### config.mk
export PLATFORM = sky130hd
export DESIGN_NAME = fdaAcquire
export DESIGN_NICKNAME = d
export VERILOG_FILES = /design/src/rtl/fdaPkg.sv /design/src/rtl/sampleCapture.sv /design/src/rtl/sampleMemory.sv /design/src/rtl/recordControl.sv /design/src/rtl/byteSender.sv /design/src/rtl/fdaAcquire.sv
export SDC_FILE = /design/constraint.sdc
export NUM_CORES = 1
export LEC_CHECK = 0
export ABC_AREA = 0
export BUFFER_PORTS_ARGS = -buffer_cell sky130_fd_sc_hd__buf_2
export CAP_MARGIN = 20
export CORE_ASPECT_RATIO = 0.5
export CORE_UTILIZATION = 62
export DETAILED_ROUTE_END_ITERATION = 7
export GPL_ROUTABILITY_DRIVEN = 0
export MAX_ROUTING_LAYER = met4
export PLACE_DENSITY = 0.76
export SYNTH_ARGS = -nofsm -noshare
export SYNTH_HDL_FRONTEND = slang
export SYNTH_HIERARCHICAL = 1
export SYNTH_SLANG_ARGS = --single-unit
### constraint.sdc
create_clock -name ClkADC2DCM -period 5.4 [get_ports ClkADC2DCM]
set_input_delay 0.54 -clock ClkADC2DCM [delete_from_list [all_inputs] [get_ports ClkADC2DCM]]
set_output_delay 0.54 -clock ClkADC2DCM [all_outputs]
set_load 0.005 [all_outputs]
### src/rtl/fdaPkg.sv
package fdaPkg;

    // ----------------------------------------------------------------------
    // Sample and word widths
    // ----------------------------------------------------------------------

    // One ADC sample
    localparam int SampleW = 8;
    // Four samples per ADC clock edge
    localparam int LanesPerWord = 4;
    localparam int WordW = SampleW * LanesPerWord;
    // Width of one byte on the transmit side
    localparam int ByteW = 8;

    // ----------------------------------------------------------------------
    // Types
    // ----------------------------------------------------------------------

    // Single 8-bit ADC sample
    typedef logic [SampleW-1:0] sampleT;

    // Packed ADC word, top byte first
    // [31:24] DI, [23:16] DId, [15:8] DQ, [7:0] DQd
    typedef logic [WordW-1:0] adcWordT;

    // Byte handed to the transmit side
    typedef logic [ByteW-1:0] byteT;

    // Acquisition FSM states
    typedef enum logic [1:0] {
        AcqIdle  = 2'b00,  // Waiting for arm or forced record
        AcqArmed = 2'b01,  // Waiting for trigger edge
        AcqStore = 2'b10,  // Filling sample memory
        AcqSend  = 2'b11   // Reading record out word by word
    } acqStateT;

endpackage

### src/rtl/sampleCapture.sv
`timescale 1ns/1ps

module sampleCapture
    import fdaPkg::*;
(
    input  logic    ClkADC2DCM,
    input  logic    fifoRecord,
    input  adcWordT adcData,
    input  logic    testMode,
    input  logic    triggerIn,
    output adcWordT sampleWord,
    output logic    trigEdge
);

    // Free-running test ramp
    sampleT rampCnt;

    // Trigger synchronizer, [0] first stage
    logic [1:0] trigSync;
    // Previous synchronized trigger level
    logic trigLast;

    // ----------------------------------------------------------------------
    // Test ramp
    // ----------------------------------------------------------------------

    // Starts at zero after reset, one step per ADC clock
    always_ff @(posedge ClkADC2DCM or posedge fifoRecord) begin
        if (fifoRecord) begin
            rampCnt <= '0;
        end else begin
            // Wraps at 255 back to 0
            rampCnt <= rampCnt + 1'b1;
        end
    end

    // ----------------------------------------------------------------------
    // Sample register
    // ----------------------------------------------------------------------

    // One cycle latency from adcData to sampleWord
    always_ff @(posedge ClkADC2DCM) begin
        if (testMode) begin
            // Same ramp value in all four lanes
            sampleWord <= {LanesPerWord{rampCnt}};
        end else begin
            sampleWord <= adcData;
        end
    end

    // ----------------------------------------------------------------------
    // Trigger synchronizer and edge detect
    // ----------------------------------------------------------------------

    always_ff @(posedge ClkADC2DCM or posedge fifoRecord) begin
        if (fifoRecord) begin
            trigSync <= '0;
            trigLast <= 1'b0;
        end else begin
            // Two flops against metastability
            trigSync <= {trigSync[0], triggerIn};
            // Edge register
            trigLast <= trigSync[1];
        end
    end

    // Rising edge of the synchronized level
    // One cycle wide, driven from flops only
    assign trigEdge = trigSync[1] & ~trigLast;

endmodule

### src/rtl/sampleMemory.sv
`timescale 1ns/1ps

module sampleMemory
    import fdaPkg::*;
#(
    parameter int Depth = 16,
    localparam int AddrW = $clog2(Depth)
) (
    input  logic             ClkADC2DCM,
    input  logic             fifoRecord,
    input  logic             wrEn,
    input  logic [AddrW-1:0] wrAddr,
    input  adcWordT          wrWord,
    input  logic             rdStrobe,
    input  logic [AddrW-1:0] rdAddr,
    output adcWordT          rdWord,
    output logic             rdValid
);

    // Record storage, one ADC word per entry
    adcWordT mem [0:Depth-1];

    // ----------------------------------------------------------------------
    // Write port
    // ----------------------------------------------------------------------

    always_ff @(posedge ClkADC2DCM) begin
        if (wrEn) begin
            mem[wrAddr] <= wrWord;
        end
    end

    // ----------------------------------------------------------------------
    // Registered read port
    // ----------------------------------------------------------------------

    // Data held until the next read strobe
    always_ff @(posedge ClkADC2DCM) begin
        if (rdStrobe) begin
            rdWord <= mem[rdAddr];
        end
    end

    // Valid one cycle behind the strobe
    always_ff @(posedge ClkADC2DCM or posedge fifoRecord) begin
        if (fifoRecord) begin
            rdValid <= 1'b0;
        end else begin
            rdValid <= rdStrobe;
        end
    end

endmodule

### src/rtl/recordControl.sv
`timescale 1ns/1ps

module recordControl
    import fdaPkg::*;
#(
    parameter int Depth = 16,
    localparam int AddrW = $clog2(Depth)
) (
    input  logic             ClkADC2DCM,
    input  logic             fifoRecord,
    input  logic             arm,
    input  logic             forceRecord,
    input  logic             trigEdge,
    input  adcWordT          sampleWord,
    input  logic             wordDone,
    output logic             wrEn,
    output logic [AddrW-1:0] wrAddr,
    output adcWordT          wrWord,
    output logic             rdStrobe,
    output logic [AddrW-1:0] rdAddr,
    output logic             frameDone,
    output acqStateT         acqState
);

    acqStateT state;

    // Write and read counters, both wrap at Depth
    logic [AddrW-1:0] wrCnt;
    logic [AddrW-1:0] rdCnt;

    // Final entry of the record
    logic lastWrite;
    logic lastRead;

    assign lastWrite = (wrCnt == AddrW'(Depth - 1));
    assign lastRead  = (rdCnt == AddrW'(Depth - 1));

    // ----------------------------------------------------------------------
    // Memory side
    // ----------------------------------------------------------------------

    // One write per cycle for the whole store phase
    assign wrEn   = (state == AcqStore);
    assign wrAddr = wrCnt;
    assign wrWord = sampleWord;

    assign rdAddr   = rdCnt;
    assign acqState = state;

    // ----------------------------------------------------------------------
    // Acquisition FSM
    // ----------------------------------------------------------------------

    always_ff @(posedge ClkADC2DCM or posedge fifoRecord) begin
        if (fifoRecord) begin
            state     <= AcqIdle;
            wrCnt     <= '0;
            rdCnt     <= '0;
            rdStrobe  <= 1'b0;
            frameDone <= 1'b0;
        end else begin
            // Strobes default low
            rdStrobe  <= 1'b0;
            frameDone <= 1'b0;

            unique case (state)
                AcqIdle: begin
                    // Forced record wins over arm
                    if (forceRecord) begin
                        state <= AcqStore;
                        wrCnt <= '0;
                        rdCnt <= '0;
                    end else if (arm) begin
                        state <= AcqArmed;
                    end
                end

                AcqArmed: begin
                    // Trigger edge only counts here
                    if (forceRecord || trigEdge) begin
                        state <= AcqStore;
                        wrCnt <= '0;
                        rdCnt <= '0;
                    end
                end

                AcqStore: begin
                    wrCnt <= wrCnt + 1'b1;
                    // Memory full, first read goes out next cycle
                    if (lastWrite) begin
                        state    <= AcqSend;
                        rdStrobe <= 1'b1;
                    end
                end

                AcqSend: begin
                    // Next read only after the sender has finished a word
                    if (wordDone) begin
                        if (lastRead) begin
                            state     <= AcqIdle;
                            rdCnt     <= '0;
                            frameDone <= 1'b1;
                        end else begin
                            rdCnt    <= rdCnt + 1'b1;
                            rdStrobe <= 1'b1;
                        end
                    end
                end

                default: begin
                    state <= AcqIdle;
                end
            endcase
        end
    end

endmodule

### src/rtl/byteSender.sv
`timescale 1ns/1ps

module byteSender
    import fdaPkg::*;
#(
    parameter int ByteGap = 4
) (
    input  logic    ClkADC2DCM,
    input  logic    fifoRecord,
    input  logic    load,
    input  adcWordT loadWord,
    output byteT    txByte,
    output logic    txStrobe,
    output logic    wordDone
);

    // Counter must also hold the longer gap after a word
    localparam int GapW = $clog2(ByteGap + 1);
    localparam int IdxW = $clog2(LanesPerWord);

    adcWordT         shiftReg;
    logic [GapW-1:0] gapCnt;
    logic [IdxW-1:0] byteIdx;
    logic            busy;

    logic    take;
    logic    gapDone;
    logic    fire;
    logic    lastByte;
    adcWordT srcWord;

    // Load accepted only while idle, otherwise dropped
    assign take     = load && !busy;
    assign gapDone  = (gapCnt == '0);
    // Byte goes out once the gap has run down
    assign fire     = gapDone && (busy || take);
    assign lastByte = (byteIdx == IdxW'(LanesPerWord - 1));

    // Fresh word bypasses the shift register on the first byte
    assign srcWord = busy ? shiftReg : loadWord;

    // ----------------------------------------------------------------------
    // Pacing control
    // ----------------------------------------------------------------------

    always_ff @(posedge ClkADC2DCM or posedge fifoRecord) begin
        if (fifoRecord) begin
            busy     <= 1'b0;
            gapCnt   <= '0;
            byteIdx  <= '0;
            txStrobe <= 1'b0;
            wordDone <= 1'b0;
        end else begin
            txStrobe <= fire;
            // Done flag rides with the fourth byte
            wordDone <= fire && lastByte;

            if (fire) begin
                // Index wraps back to zero after the last byte
                byteIdx <= byteIdx + 1'b1;
                busy    <= !lastByte;
                // One extra cycle of spacing before the next word
                if (lastByte) begin
                    gapCnt <= GapW'(ByteGap);
                end else begin
                    gapCnt <= GapW'(ByteGap - 1);
                end
            end else begin
                if (take) begin
                    // Held until the trailing gap expires
                    busy <= 1'b1;
                end
                if (!gapDone) begin
                    gapCnt <= gapCnt - 1'b1;
                end
            end
        end
    end

    // ----------------------------------------------------------------------
    // Byte datapath
    // ----------------------------------------------------------------------

    always_ff @(posedge ClkADC2DCM) begin
        if (fire) begin
            // Top byte out, rest moves up
            txByte   <= srcWord[WordW-1 -: SampleW];
            shiftReg <= srcWord << SampleW;
        end else if (take) begin
            shiftReg <= loadWord;
        end
    end

endmodule

### src/rtl/fdaAcquire.sv
`timescale 1ns/1ps

module fdaAcquire
    import fdaPkg::*;
#(
    // Words per record, power of two
    parameter int Depth = 16,
    // Cycles between bytes of one word, at least 2
    parameter int ByteGap = 4
) (
    input  logic     ClkADC2DCM,
    input  logic     fifoRecord,
    input  adcWordT  adcData,
    input  logic     testMode,
    input  logic     arm,
    input  logic     forceRecord,
    input  logic     triggerIn,
    output byteT     txByte,
    output logic     txStrobe,
    output logic     frameDone,
    output acqStateT acqState
);

    localparam int AddrW = $clog2(Depth);

    // Capture to control
    adcWordT sampleWord;
    logic    trigEdge;

    // Control to memory
    logic             wrEn;
    logic [AddrW-1:0] wrAddr;
    adcWordT          wrWord;
    logic             rdStrobe;
    logic [AddrW-1:0] rdAddr;

    // Memory to sender, sender back to control
    adcWordT rdWord;
    logic    rdValid;
    logic    wordDone;

    // ----------------------------------------------------------------------
    // Input side
    // ----------------------------------------------------------------------

    sampleCapture uCapture (
        .ClkADC2DCM (ClkADC2DCM),
        .fifoRecord (fifoRecord),
        .adcData    (adcData),
        .testMode   (testMode),
        .triggerIn  (triggerIn),
        .sampleWord (sampleWord),
        .trigEdge   (trigEdge)
    );

    // ----------------------------------------------------------------------
    // Record control and storage
    // ----------------------------------------------------------------------

    recordControl #(
        .Depth (Depth)
    ) uControl (
        .ClkADC2DCM  (ClkADC2DCM),
        .fifoRecord  (fifoRecord),
        .arm         (arm),
        .forceRecord (forceRecord),
        .trigEdge    (trigEdge),
        .sampleWord  (sampleWord),
        .wordDone    (wordDone),
        .wrEn        (wrEn),
        .wrAddr      (wrAddr),
        .wrWord      (wrWord),
        .rdStrobe    (rdStrobe),
        .rdAddr      (rdAddr),
        .frameDone   (frameDone),
        .acqState    (acqState)
    );

    sampleMemory #(
        .Depth (Depth)
    ) uMemory (
        .ClkADC2DCM (ClkADC2DCM),
        .fifoRecord (fifoRecord),
        .wrEn       (wrEn),
        .wrAddr     (wrAddr),
        .wrWord     (wrWord),
        .rdStrobe   (rdStrobe),
        .rdAddr     (rdAddr),
        .rdWord     (rdWord),
        .rdValid    (rdValid)
    );

    // ----------------------------------------------------------------------
    // Output side
    // ----------------------------------------------------------------------

    // Read data doubles as the load strobe
    byteSender #(
        .ByteGap (ByteGap)
    ) uSender (
        .ClkADC2DCM (ClkADC2DCM),
        .fifoRecord (fifoRecord),
        .load       (rdValid),
        .loadWord   (rdWord),
        .txByte     (txByte),
        .txStrobe   (txStrobe),
        .wordDone   (wordDone)
    );

endmodule

==> run_results.csv, run 1 <==
group,metric,value,unit
yosys,synth_flop_cell,"edfxtp_1",
grt,grt_pass1_wl,79200,um
routing,wl_per_cell,29.2,um
floorplan,start_util,63.4,%
floorplan,die_y,144,um
yosys,synth_top_family_by_area,"multiplexers",
grt,grtUsageMet2,42.3,%
clock_network,postCtsSetupBuffers,0,
min_path,hold_path_class,"input pin to flop",
timing,fin_crit_sh,54.4,%
place,hpwl,30300,um
status,outcome,"completed",
run,cap_violations,0,
grt,grt_overflow_total,0,
routing,final_antenna_net_count,0,
pwr,cellPowerDensity,345,nW/um2
grt,grt.total_usage,28.2,%
timing,fmax,340,MHz
grt,grtUsageMet1,39.2,%
clock_network,cts_tree,"built",
timing,setup_viol,0,
worst_setup_path,crit_type,"flop to flop",
clock_network,cts_resized,0,
grt,grt_max_degree,70,
yosys,synthMuxAreaShare,13.2,%
timing,hold_viol_final,0,
yosys,synth.net_count,1300,
place,dpl.cell_count,1767,
pwr,leakagePower,8.58,nW
routing,drt_iter0_drc,1355,
grt,grt_pass1_vias,12100,
floorplan,rows,51,
yosys,yosys_warnings,6,
routing,via_count,12200,
yosys,syn_inst,1251,
yosys,synth.distinct_cells,52,
timing,layout_min_cycle_time,2940,ps
clock_network,worstSkewPairLatency,590,ps
final_layout,layout-drive-gt1-share,24.5,%
worst_setup_path,reg2reg_from,"uControl/acqState[0]$_DFFE_PP0P_",
clock_network,htree_levels,2,
timing,slew_viol_final,0,
floorplan,io_pins,50,
yosys,synth-edff-count,576,
timing,tns,0,ps
worst_setup_path,r2r_slack,2460,ps
yosys,avgSynthCellArea,19.9,um2
place,port_buffers,49,
timing,rsz0062_at_grt,"no",
grt,gr-usage-met3,7.78,%
pwr,fin_total_pwr,9.47,mW
timing,fin_skew,9.96,ps
floorplan,core,39200,um2
pwr,peakVddDrop,0.254,mV
routing,routed_via_density,6.55,
timing,tightestPinTransition,991,ps
worst_setup_path,crit_end,"uMemory/mem[15][3]$_DFFE_PP_",
yosys,syn_area,24900,um2
yosys,ys_ff_latch,648,
worst_setup_path,r2r_cells,5,
yosys,synthArstFlopShare,4.94,%
yosys,synth-xor-area-share,0.247,%
floorplan,die_area,40900,um2
worst_setup_path,startpoint,"uControl/acqState[0]$_DFFE_PP0P_",
yosys,synth_compound_area_share,4.53,%
clock_network,cts_root_buf,"clkbuf_16",
grt,antenna_found_initial,1,
timing,max_slew_margin,33.9,%
yosys,synthSimpleGateAreaFrac,2.32,%
worst_setup_path,worstReg2RegEnd,"uMemory/mem[15][3]$_DFFE_PP_",
final_layout,final_cells,1868,
final_layout,final_nets,1341,
floorplan,dieWidth,285,um
final_layout,area_delta_synth_final,10.3,%
clock_network,cts_hold_buf,1,
worst_setup_path,required,5650,ps
worst_setup_path,worstSetupStartpointType,"flop",
clock_network,cts_buffers,52,
clock_network,path_clk_slew,60,ps
worst_setup_path,cp_data_arrival_time,3180,ps
grt,grt.busiest_layer,"met2",
routing,dr.pass1.iters,7,
yosys,synth_fa_ha_area_share,0.554,%
clock_network,cts_buffer_depth,3,
routing,drc,0,
clock_network,cts.sinks,648,
final_layout,fillers,2286,
routing,wl,54500,um
worst_setup_path,cp-end-kind,"flop",
yosys,yosysSeqAreaShare,76.0,%
worst_setup_path,crit_fanout,17,
area by class of cell:
class / instances / area (um2) / share of cell area (%)
inverters: 49 / 184 / 0.671
clock buffers: 82 / 1560 / 5.68
flip-flops and latches: 648 / 18900 / 69.0
repair buffers: 79 / 568 / 2.07
diodes: 2 / 5.00 / 0.0183
multi-input cells: 462 / 5320 / 19.4
well taps: 530 / 663 / 2.42
clock inverters: 16 / 209 / 0.762
per-layer routing:
metal | vias to the layer above | part of all wire, %
li1 | 5071 | -
met1 | 6371 | 39
met2 | 709 | 46
met3 | 78 | 13
met4 | 0 | 2.0
met5 | - | 0
registers in the layout, summed over array words and instances (netlist names), 2 cells and up:
signal               flops
uCapture/trigSync        2
uCapture/rampCnt         8
uMemory/mem            512
uSender/txByte           8
uControl/wrAddr          4
uControl/acqState        2
uCapture/sampleWord     32
uSender/gapCnt           3
uSender/byteIdx          2
uMemory/rdWord          32
uSender/shiftReg        32
uControl/rdAddr          4
worst max-delay path: stages (launching register included):
cell     delay, ps
dfrtp_1        420
inv_1          130
ha_1           360
nand3_1        400
nor2_4         780
buf_4          470
Yosys cell counts (2+ instances only):
cell type  number  share of area [%]
edfxtp_1      576                 70
mux4_2        128                 12
a22oi_1        65                2.0
nand2_1        60               0.91
inv_1          49               0.74
buf_4          44                1.3
dfxtp_1        40                3.2
o21ai_0        37               0.75
dfrtp_1        32                3.2
mux2i_1        30                1.2
clkbuf_1       22               0.33
o2bb2ai_1      21               0.74
nor2_1         17               0.26
a21oi_1        14               0.28
nand3_1        12               0.24
ha_1           11               0.55
buf_1          10               0.15
buf_2          10               0.20
mux2_2          9               0.41
nor2b_1         6               0.15
nor3_1          6               0.12
nand2b_1        5               0.13
o2bb2ai_2       5               0.30
xnor2_1         5               0.18
and2_1          3              0.076
buf_6           3               0.14
and3_1          2              0.050
buf_8           2               0.12
nand3b_1        2              0.060
or2_2           2              0.050
xor2_1          2              0.070
through the flow:
stage | hold WS, ps | utilization [%] | cell area [um2] | worst slack [ps]
finish | 72.3 | 70.0 | 27400 | 2460
global route | 50.9 | 70.0 | 27400 | 2360
CTS | 50.0 | 70.0 | 27400 | 2480
detailed placement | 359 | 65.4 | 25600 | 2520
global placement | 343 | 65.2 | 25500 | 2550
floorplan | 269 | - | 24900 | 1430
logic make-up (layout without fill, tap and decap cells):
family,count (synthesis),count (layout)
buffers and inverters,141,226
flip-flops,648,648
adder cells (fa/ha/maj),11,11
AND/OR/NAND/NOR,122,122
AO/OA/AOI/OAI,155,155
multiplexers,167,167
other,0,2
XOR/XNOR,7,7
cell usage in the layout (no fill, tap or decap), types with 30 or more instances in the layout:
master,n
inv_1,49
o21ai_0,36
mux4_2,128
edfxtp_1,576
clkbuf_16,54
a22oi_1,65
nand2_1,60
buf_2,49
dfxtp_1,40
mux2i_1,30
dfrtp_1,30
how the worst min path moves through the flow:
stage / cells after the start / from / end / slack (ps)
3_5_place_dp: 0 / uCapture/trigSync[0]$_DFF_PP0_ / uCapture/trigSync[1]$_DFF_PP0_ / 360
5_1_grt: 1 / triggerIn / uCapture/trigSync[0]$_DFF_PP0_ / 50
3_3_place_gp: 0 / uCapture/trigSync[0]$_DFF_PP0_ / uCapture/trigSync[1]$_DFF_PP0_ / 340
4_1_cts: 1 / triggerIn / uCapture/trigSync[0]$_DFF_PP0_ / 50
6_report: 1 / triggerIn / uCapture/trigSync[0]$_DFF_PP0_ / 70
2_1_floorplan: 1 / fifoRecord / uMemory/rdValid$_DFF_PP0_ / 270
power by group:
part           internal, mW  leakage [nW]  switching, mW
Sequential             5.46          5.71         0.0557
Clock                  2.22         0.861           1.69
Combinational        0.0150          2.01         0.0294
Power figures use the tool's default switching activity.
==> run 2, diff against run 1 <==
ABC_AREA = 1   (was 0)
CORE_UTILIZATION = 57   (was 62)
PLACE_DENSITY = 0.73   (was 0.76)
clock period = 2.5 ns   (was 5.4 ns; I/O delays follow)
==> run 2 against run 1 <==
The run now ends with DRC left; non-clock buffer count grew 63; sequential power grew 130%; total power grew to 2.8 times the previous value; cell area grew 13%; first-iteration DRC count grew 75%; setup slack lost 2000 ps; die area grew 22%; count of clock-buffer cells in the layout shrank 7; critical path type unchanged.
==> run_results.csv, run 2 <==
group,metric,value,unit
grt,grt.total_usage,29.1,%
yosys,avgSynthCellArea,10.4,um2
clock_network,path_clk_slew,70,ps
worst_setup_path,crit_path_frequent_cell,"nand3_1",
min_path,hold_path_class,"input pin to flop",
yosys,synthTopCellsByCount,"nand2_1 (859), edfxtp_1 (576), inv_1 (454)",
clock_network,cts_buffer_depth,3,
clock_network,htree_levels,2,
floorplan,core,47600,um2
timing,hold_viol_final,0,
routing,dr.pass1.iters,7,
floorplan,die_y,159,um
routing,drt_iter0_drc,2366,
timing,tightestPinTransition,1050,ps
timing,layout_min_cycle_time,2040,ps
place,port_buffers,49,
clock_network,cts_hold_buf,34,
clock_network,cts_root_buf,"clkbuf_16",
timing,setup_viol,0,
worst_setup_path,cp-end-kind,"flop",
yosys,synth.most_common_cell,"nand2_1",
worst_setup_path,cp_data_arrival_time,2390,ps
pwr,fin_total_pwr,26.8,mW
floorplan,dieWidth,315,um
yosys,yosys_warnings,6,
clock_network,postCtsSetupBuffers,0,
pwr,peakVddDrop,0.546,mV
clock_network,cts_resized,0,
routing,via_count,18800,
place,dpl.cell_count,3282,
floorplan,die_area,50100,um2
worst_setup_path,crit_chain,"inv_6 > buf_12 > buf_12 > nand2_1 > nand3_1 > nand3_1 > nand3_1 > nand2_1",
timing,slew_viol_final,0,
yosys,synth-edff-count,576,
final_layout,fillers,3530,
routing,wl,69700,um
yosys,syn_inst,2690,
yosys,synth.net_count,2739,
worst_setup_path,crit_type,"flop to flop",
floorplan,rows,56,
clock_network,cts_tree,"built",
yosys,synth_area_leaders,"edfxtp_1 (62%), nand2_1 (12%), nand3_1 (7.4%)",
timing,rsz0062_at_grt,"no",
worst_setup_path,cp_top_family,"buffers and inverters",
yosys,synth_largest_area_cell,"edfxtp_1",
final_layout,mostFrequentLayoutCells,"nand2_1 (859), edfxtp_1 (576), inv_1 (453)",
status,outcome,"complete, but fails checks",
final_layout,final_nets,2784,
timing,fin_crit_sh,81.7,%
grt,grt_pass1_wl,104000,um
run,cap_violations,0,
grt,grt_overflow_total,0,
routing,routed_via_density,5.50,
clock_network,cts_buffers,55,
worst_setup_path,worstSetupStartpointType,"flop",
pwr,cellPowerDensity,864,nW/um2
floorplan,start_util,58.7,%
final_layout,final_cells,3422,
routing,drc,3,
yosys,synth_flop_cell,"edfxtp_1",
final_layout,stdcell_area,31000,um2
floorplan,io_pins,50,
timing,fin_hold_ws,117,ps
yosys,synthArstFlopShare,4.94,%
grt,grt_max_degree,76,
final_layout,layout-drive-gt1-share,9.09,%
final_layout,largest_reg_flops,512,
yosys,synth.distinct_cells,39,
worst_setup_path,critPathBufInv,3,
final_layout,largest_register,"uMemory/mem",
timing,max_slew_margin,30.1,%
grt,grt_pass1_vias,17500,
routing,wl_per_cell,20.4,um
yosys,synth.top_cell.area_share,61.8,%
worst_setup_path,max_stage_delay,530,ps
final_layout,final_common_cell,"nand2_1",
status,violations,"DRC",
place,hpwl,41400,um
routing,final_antenna_net_count,0,
place,placed_area,29000,um2
clock_network,worstSkewPairLatency,600,ps
timing,fin_skew,22.0,ps
clock_network,cts.sinks,648,
worst_setup_path,crit_slowest_cell,"dfrtp_4",
timing,tns,0,ps
pwr,leakagePower,13.3,nW
worst_setup_path,required,2850,ps
yosys,yosysSeqAreaShare,67.5,%
yosys,syn_area,28000,um2
yosys,ys_ff_latch,648,
final_layout,area_delta_synth_final,10.9,%
timing,fmax,489,MHz
grt,antenna_found_initial,8,
worst_setup_path,r2r_slack,460,ps
worst_setup_path,crit_fanout,33,
-- run 2: cell types whose count changed after synthesis, sizes merged, moves of 9 or more --
cell	before	now
mux2	9	0
buf	70	143
a22oi	65	0
nand2	60	876
o2bb2ai	26	1
nand3	12	416
nor2	17	38
o21ai	39	61
mux2i	30	0
inv	49	463
mux4	128	0
clkbuf	22	11
-- run 2: final timing paths --
path                                                start                                to  depth (start not counted)
min in group asynchronous                      fifoRecord         uMemory/rdValid$_DFF_PP0_                          3
setup / recovery           uControl/rdAddr[0]$_DFFE_PP0P_      uMemory/rdWord[29]$_DFFE_PP_                          8
setup reg to reg           uControl/rdAddr[0]$_DFFE_PP0P_      uMemory/rdWord[29]$_DFFE_PP_                          8
hold reg to reg            uCapture/trigSync[0]$_DFF_PP0_    uCapture/trigSync[1]$_DFF_PP0_                          0
max in group asynchronous                      fifoRecord    uControl/rdAddr[0]$_DFFE_PP0P_                          3
hold / removal                                forceRecord  uControl/acqState[0]$_DFFE_PP0P_                          6
-- run 2: power breakdown --
| group | switching (mW) | internal (mW) | leakage [nW] |
|---|---|---|---|
| Sequential | 0.311 | 12.4 | 6.03 |
| Combinational | 3.95 | 1.85 | 6.42 |
| Clock | 3.84 | 4.53 | 0.854 |
-- run 2: cells by family (layout without fill, tap and decap cells) --
family | Yosys count | count (layout) | share of synthesized area (%)
and+or+nand+nor | 1338 | 1338 | 20.3
DFF | 648 | 648 | 67.5
buffers and inverters | 617 | 709 | 10.1
AOI/OAI and AO/OA | 71 | 71 | 1.37
adders and majority gates | 11 | 11 | 0.492
xor gates and xnor gates | 5 | 5 | 0.156
other | 0 | 2 | 0
-- run 2: layer usage --
| layer | GRT usage, % | wire [um] | vias to the layer above |
|---|---|---|---|
| li1 | - | - | 8728 |
| met1 | 39.6 | 28200 | 8937 |
| met2 | 42.6 | 30300 | 1045 |
| met3 | 8.70 | 9450 | 111 |
| met4 | 8.12 | 1780 | 0 |
| met5 | - | 0 | - |
-- run 2: area by class of cell --
| cell class | count | area (um2) | share of cell area (%) |
|---|---|---|---|
| clock buffers | 75 | 1500 | 4.84 |
| flip-flops and latches | 648 | 18900 | 60.9 |
| well taps | 638 | 798 | 2.57 |
| inverters | 463 | 1760 | 5.66 |
| multi-input cells | 1425 | 6380 | 20.5 |
| repair buffers | 142 | 1470 | 4.72 |
| clock inverters | 29 | 231 | 0.746 |
| diodes | 2 | 5.00 | 0.0161 |
-- run 2: tightest hold or removal path, delay by kind of cell --
family | cells | cell delay (ps)
buffers and inverters | 2 | 160
AO/OA/AOI/OAI | 1 | 80
AND/OR/NAND/NOR | 3 | 180
-- run 2: stage by stage --
step           utilization [%]  setup slack, ps
4_1_cts                   65.2              498
5_1_grt                   65.2              365
2_1_floorplan                -             -276
3_3_place_gp              60.8              546
3_5_place_dp              60.8              520
6_report                  65.2              456
==> run 3, diff against run 2 <==
CORE_UTILIZATION = 63   (was 57)
PLACE_DENSITY = 0.77   (was 0.73)
clock period = 2.05 ns   (was 2.5 ns; I/O delays follow)
==> run 3 against run 2 <==
The run now ends clean; total power rose by 22%; register-to-register slack lost 400 ps; cell area increased by 0.56%; critical path depth is 3 lower; first-iteration DRC count is 5.0% lower; combinational power is 21% higher; sequential power increased by 21%; largest cell class unchanged.
==> run_results.csv, run 3 (synthesized netlist as in run 2, its figures left out) <==
group,metric,value,unit
status,outcome,"completed",
worst_setup_path,cp-end-kind,"flop",
timing,hold_viol_final,0,
timing,fin_skew,26.4,ps
clock_network,path_clk_slew,60,ps
timing,max_slew_margin,54.3,%
routing,dr.pass1.iters,5,
worst_setup_path,r2r_cells,5,
clock_network,cts_resized,0,
clock_network,worstSkewPairLatency,600,ps
min_path,whs_path_depth,2,
timing,fmax,502,MHz
floorplan,rows,54,
worst_setup_path,startpoint,"uControl/acqState[0]$_DFFE_PP0P_",
floorplan,core,43700,um2
timing,fin_crit_sh,97.2,%
grt,antenna_found_initial,3,
run,cap_violations,0,
pwr,cellPowerDensity,1050,nW/um2
final_layout,final_common_cell,"nand2_1",
place,dpl.cell_count,3248,
routing,dr.max_layer_used,"met4",
worst_setup_path,required,2330,ps
place,port_buffers,49,
worst_setup_path,critPathBufInv,2,
final_layout,stdcell_area,31200,um2
worst_setup_path,crit_type,"flop to flop",
worst_setup_path,cp_data_arrival_time,2280,ps
clock_network,cts_buffer_depth,3,
timing,fin_hold_ws,26.0,ps
grt,grt_pass1_wl,100000,um
floorplan,die_y,151,um
clock_network,cts_tree,"built",
worst_setup_path,r2r_slack,60,ps
clock_network,cts_root_buf,"clkbuf_16",
grt,grt_pass1_vias,17800,
routing,drt-met1-wl,26500,um
worst_setup_path,worstReg2RegEnd,"uMemory/mem[10][18]$_DFFE_PP_",
worst_setup_path,crit_chain,"inv_1 > ha_1 > nand3b_1 > nor2_4 > buf_12",
routing,wl_met2,30100,um
clock_network,cts.sinks,648,
min_path,whs_endpoint,"uCapture/sampleWord[2]$_DFF_P_",
routing,via_count,18900,
pwr,leakagePower,13.4,nW
worst_setup_path,crit_fanout,16,
clock_network,htree_levels,2,
floorplan,io_pins,50,
worst_setup_path,cp_top_family,"simple AND/OR/NAND/NOR gates",
final_layout,largest_register,"uMemory/mem",
timing,tns,0,ps
floorplan,start_util,64.0,%
final_layout,largest_reg_flops,512,
timing,setup_viol,0,
timing,tightestPinTransition,685,ps
worst_setup_path,reg2reg_from,"uControl/acqState[0]$_DFFE_PP0P_",
floorplan,dieWidth,300,um
final_layout,final_nets,2803,
routing,wl,66800,um
routing,drc,0,
routing,final_antenna_net_count,0,
timing,layout_min_cycle_time,1990,ps
floorplan,die_area,45300,um2
clock_network,cts_buffers,54,
final_layout,n_antenna_cell,0,
routing,routed_via_density,5.58,
min_path,min-delay-start,"testMode",
pwr,peakVddDrop,0.709,mV
worst_setup_path,max_stage_delay,380,ps
timing,slew_viol_final,0,
place,placed_area,29100,um2
worst_setup_path,crit_slowest_cell,"dfrtp_1",
routing,wl_per_cell,19.7,um
worst_setup_path,worstSetupStartpointType,"flop",
routing,drt_iter0_drc,2247,
min_path,hold_path_class,"input pin to flop",
grt,grt_overflow_total,0,
place,hpwl,39400,um
final_layout,final_cells,3386,
final_layout,area_delta_synth_final,11.5,%
final_layout,mostFrequentLayoutCells,"nand2_1 (859), edfxtp_1 (576), inv_1 (453)",
routing,route.met3.wl,8430,um
grt,grt_max_degree,77,
grt,grt.total_usage,30.8,%
final_layout,layout-drive-gt1-share,9.47,%
## run 3: layout make-up
class,instances,area [um2]
Fill cell,2851,12500
Sequential cell,648,18900
Clock inverter,22,210
Timing Repair Buffer,162,1710
Clock buffer,78,1520
Tap cell,588,736
Inverter,463,1760
Multi-Input combinational cell,1425,6380
## run 3: how the worst max path moves through the flow
stage | endpoint | slack (ps) | cells after the start
2_1_floorplan | uMemory/mem[13][0]$_DFFE_PP_ | -270 | 4
3_3_place_gp | uMemory/mem[8][17]$_DFFE_PP_ | 120 | 5
3_5_place_dp | uMemory/mem[8][16]$_DFFE_PP_ | 110 | 5
4_1_cts | uMemory/mem[8][3]$_DFFE_PP_ | 90 | 5
5_1_grt | uMemory/mem[11][18]$_DFFE_PP_ | -0.9 | 5
6_report | uMemory/mem[10][18]$_DFFE_PP_ | 60 | 5
## run 3: power breakdown
group / leakage, nW / switching (mW) / internal [mW] / total, mW
sequential: 6.03 / 0.355 / 15.1 / 15.4
combinational: 6.54 / 4.70 / 2.27 / 6.98
clock: 0.846 / 4.58 / 5.66 / 10.2
total: 13.4 / 9.64 / 23.0 / 32.6
## run 3: through the flow
step           power, mW  setup slack, ps  util [%]
6_report            32.6             58.4      71.4
5_1_grt             33.9           -0.864      71.4
4_1_cts             32.6             93.6      71.4
3_5_place_dp        22.4              106      66.6
3_3_place_gp        22.2              123      66.6
2_1_floorplan       20.6             -267         -
## run 3: what timing repair did
| item | in CTS | in global routing |
|---|---|---|
| setup endpoints to repair | 0 | 8 |
| hold endpoints to repair | 65 | 0 |
| hold buffers | 36 | 0 |
| buffers inserted | 0 | 2 |
## run 3: worst register-to-register path, delay by kind of cell, from the launching register on
family	cells	cell delay, ps
DFF	1	380
adders and majority gates	1	280
buffers and inverters	2	290
and+or+nand+nor	2	730
## run 3: per-layer routing
layer  vias to the layer above  track usage [%]
met1                      8864             41.5
met2                      1104             46.5
met5                         -                -
met4                         0             9.49
li1                       8748                -
met3                       176             8.00
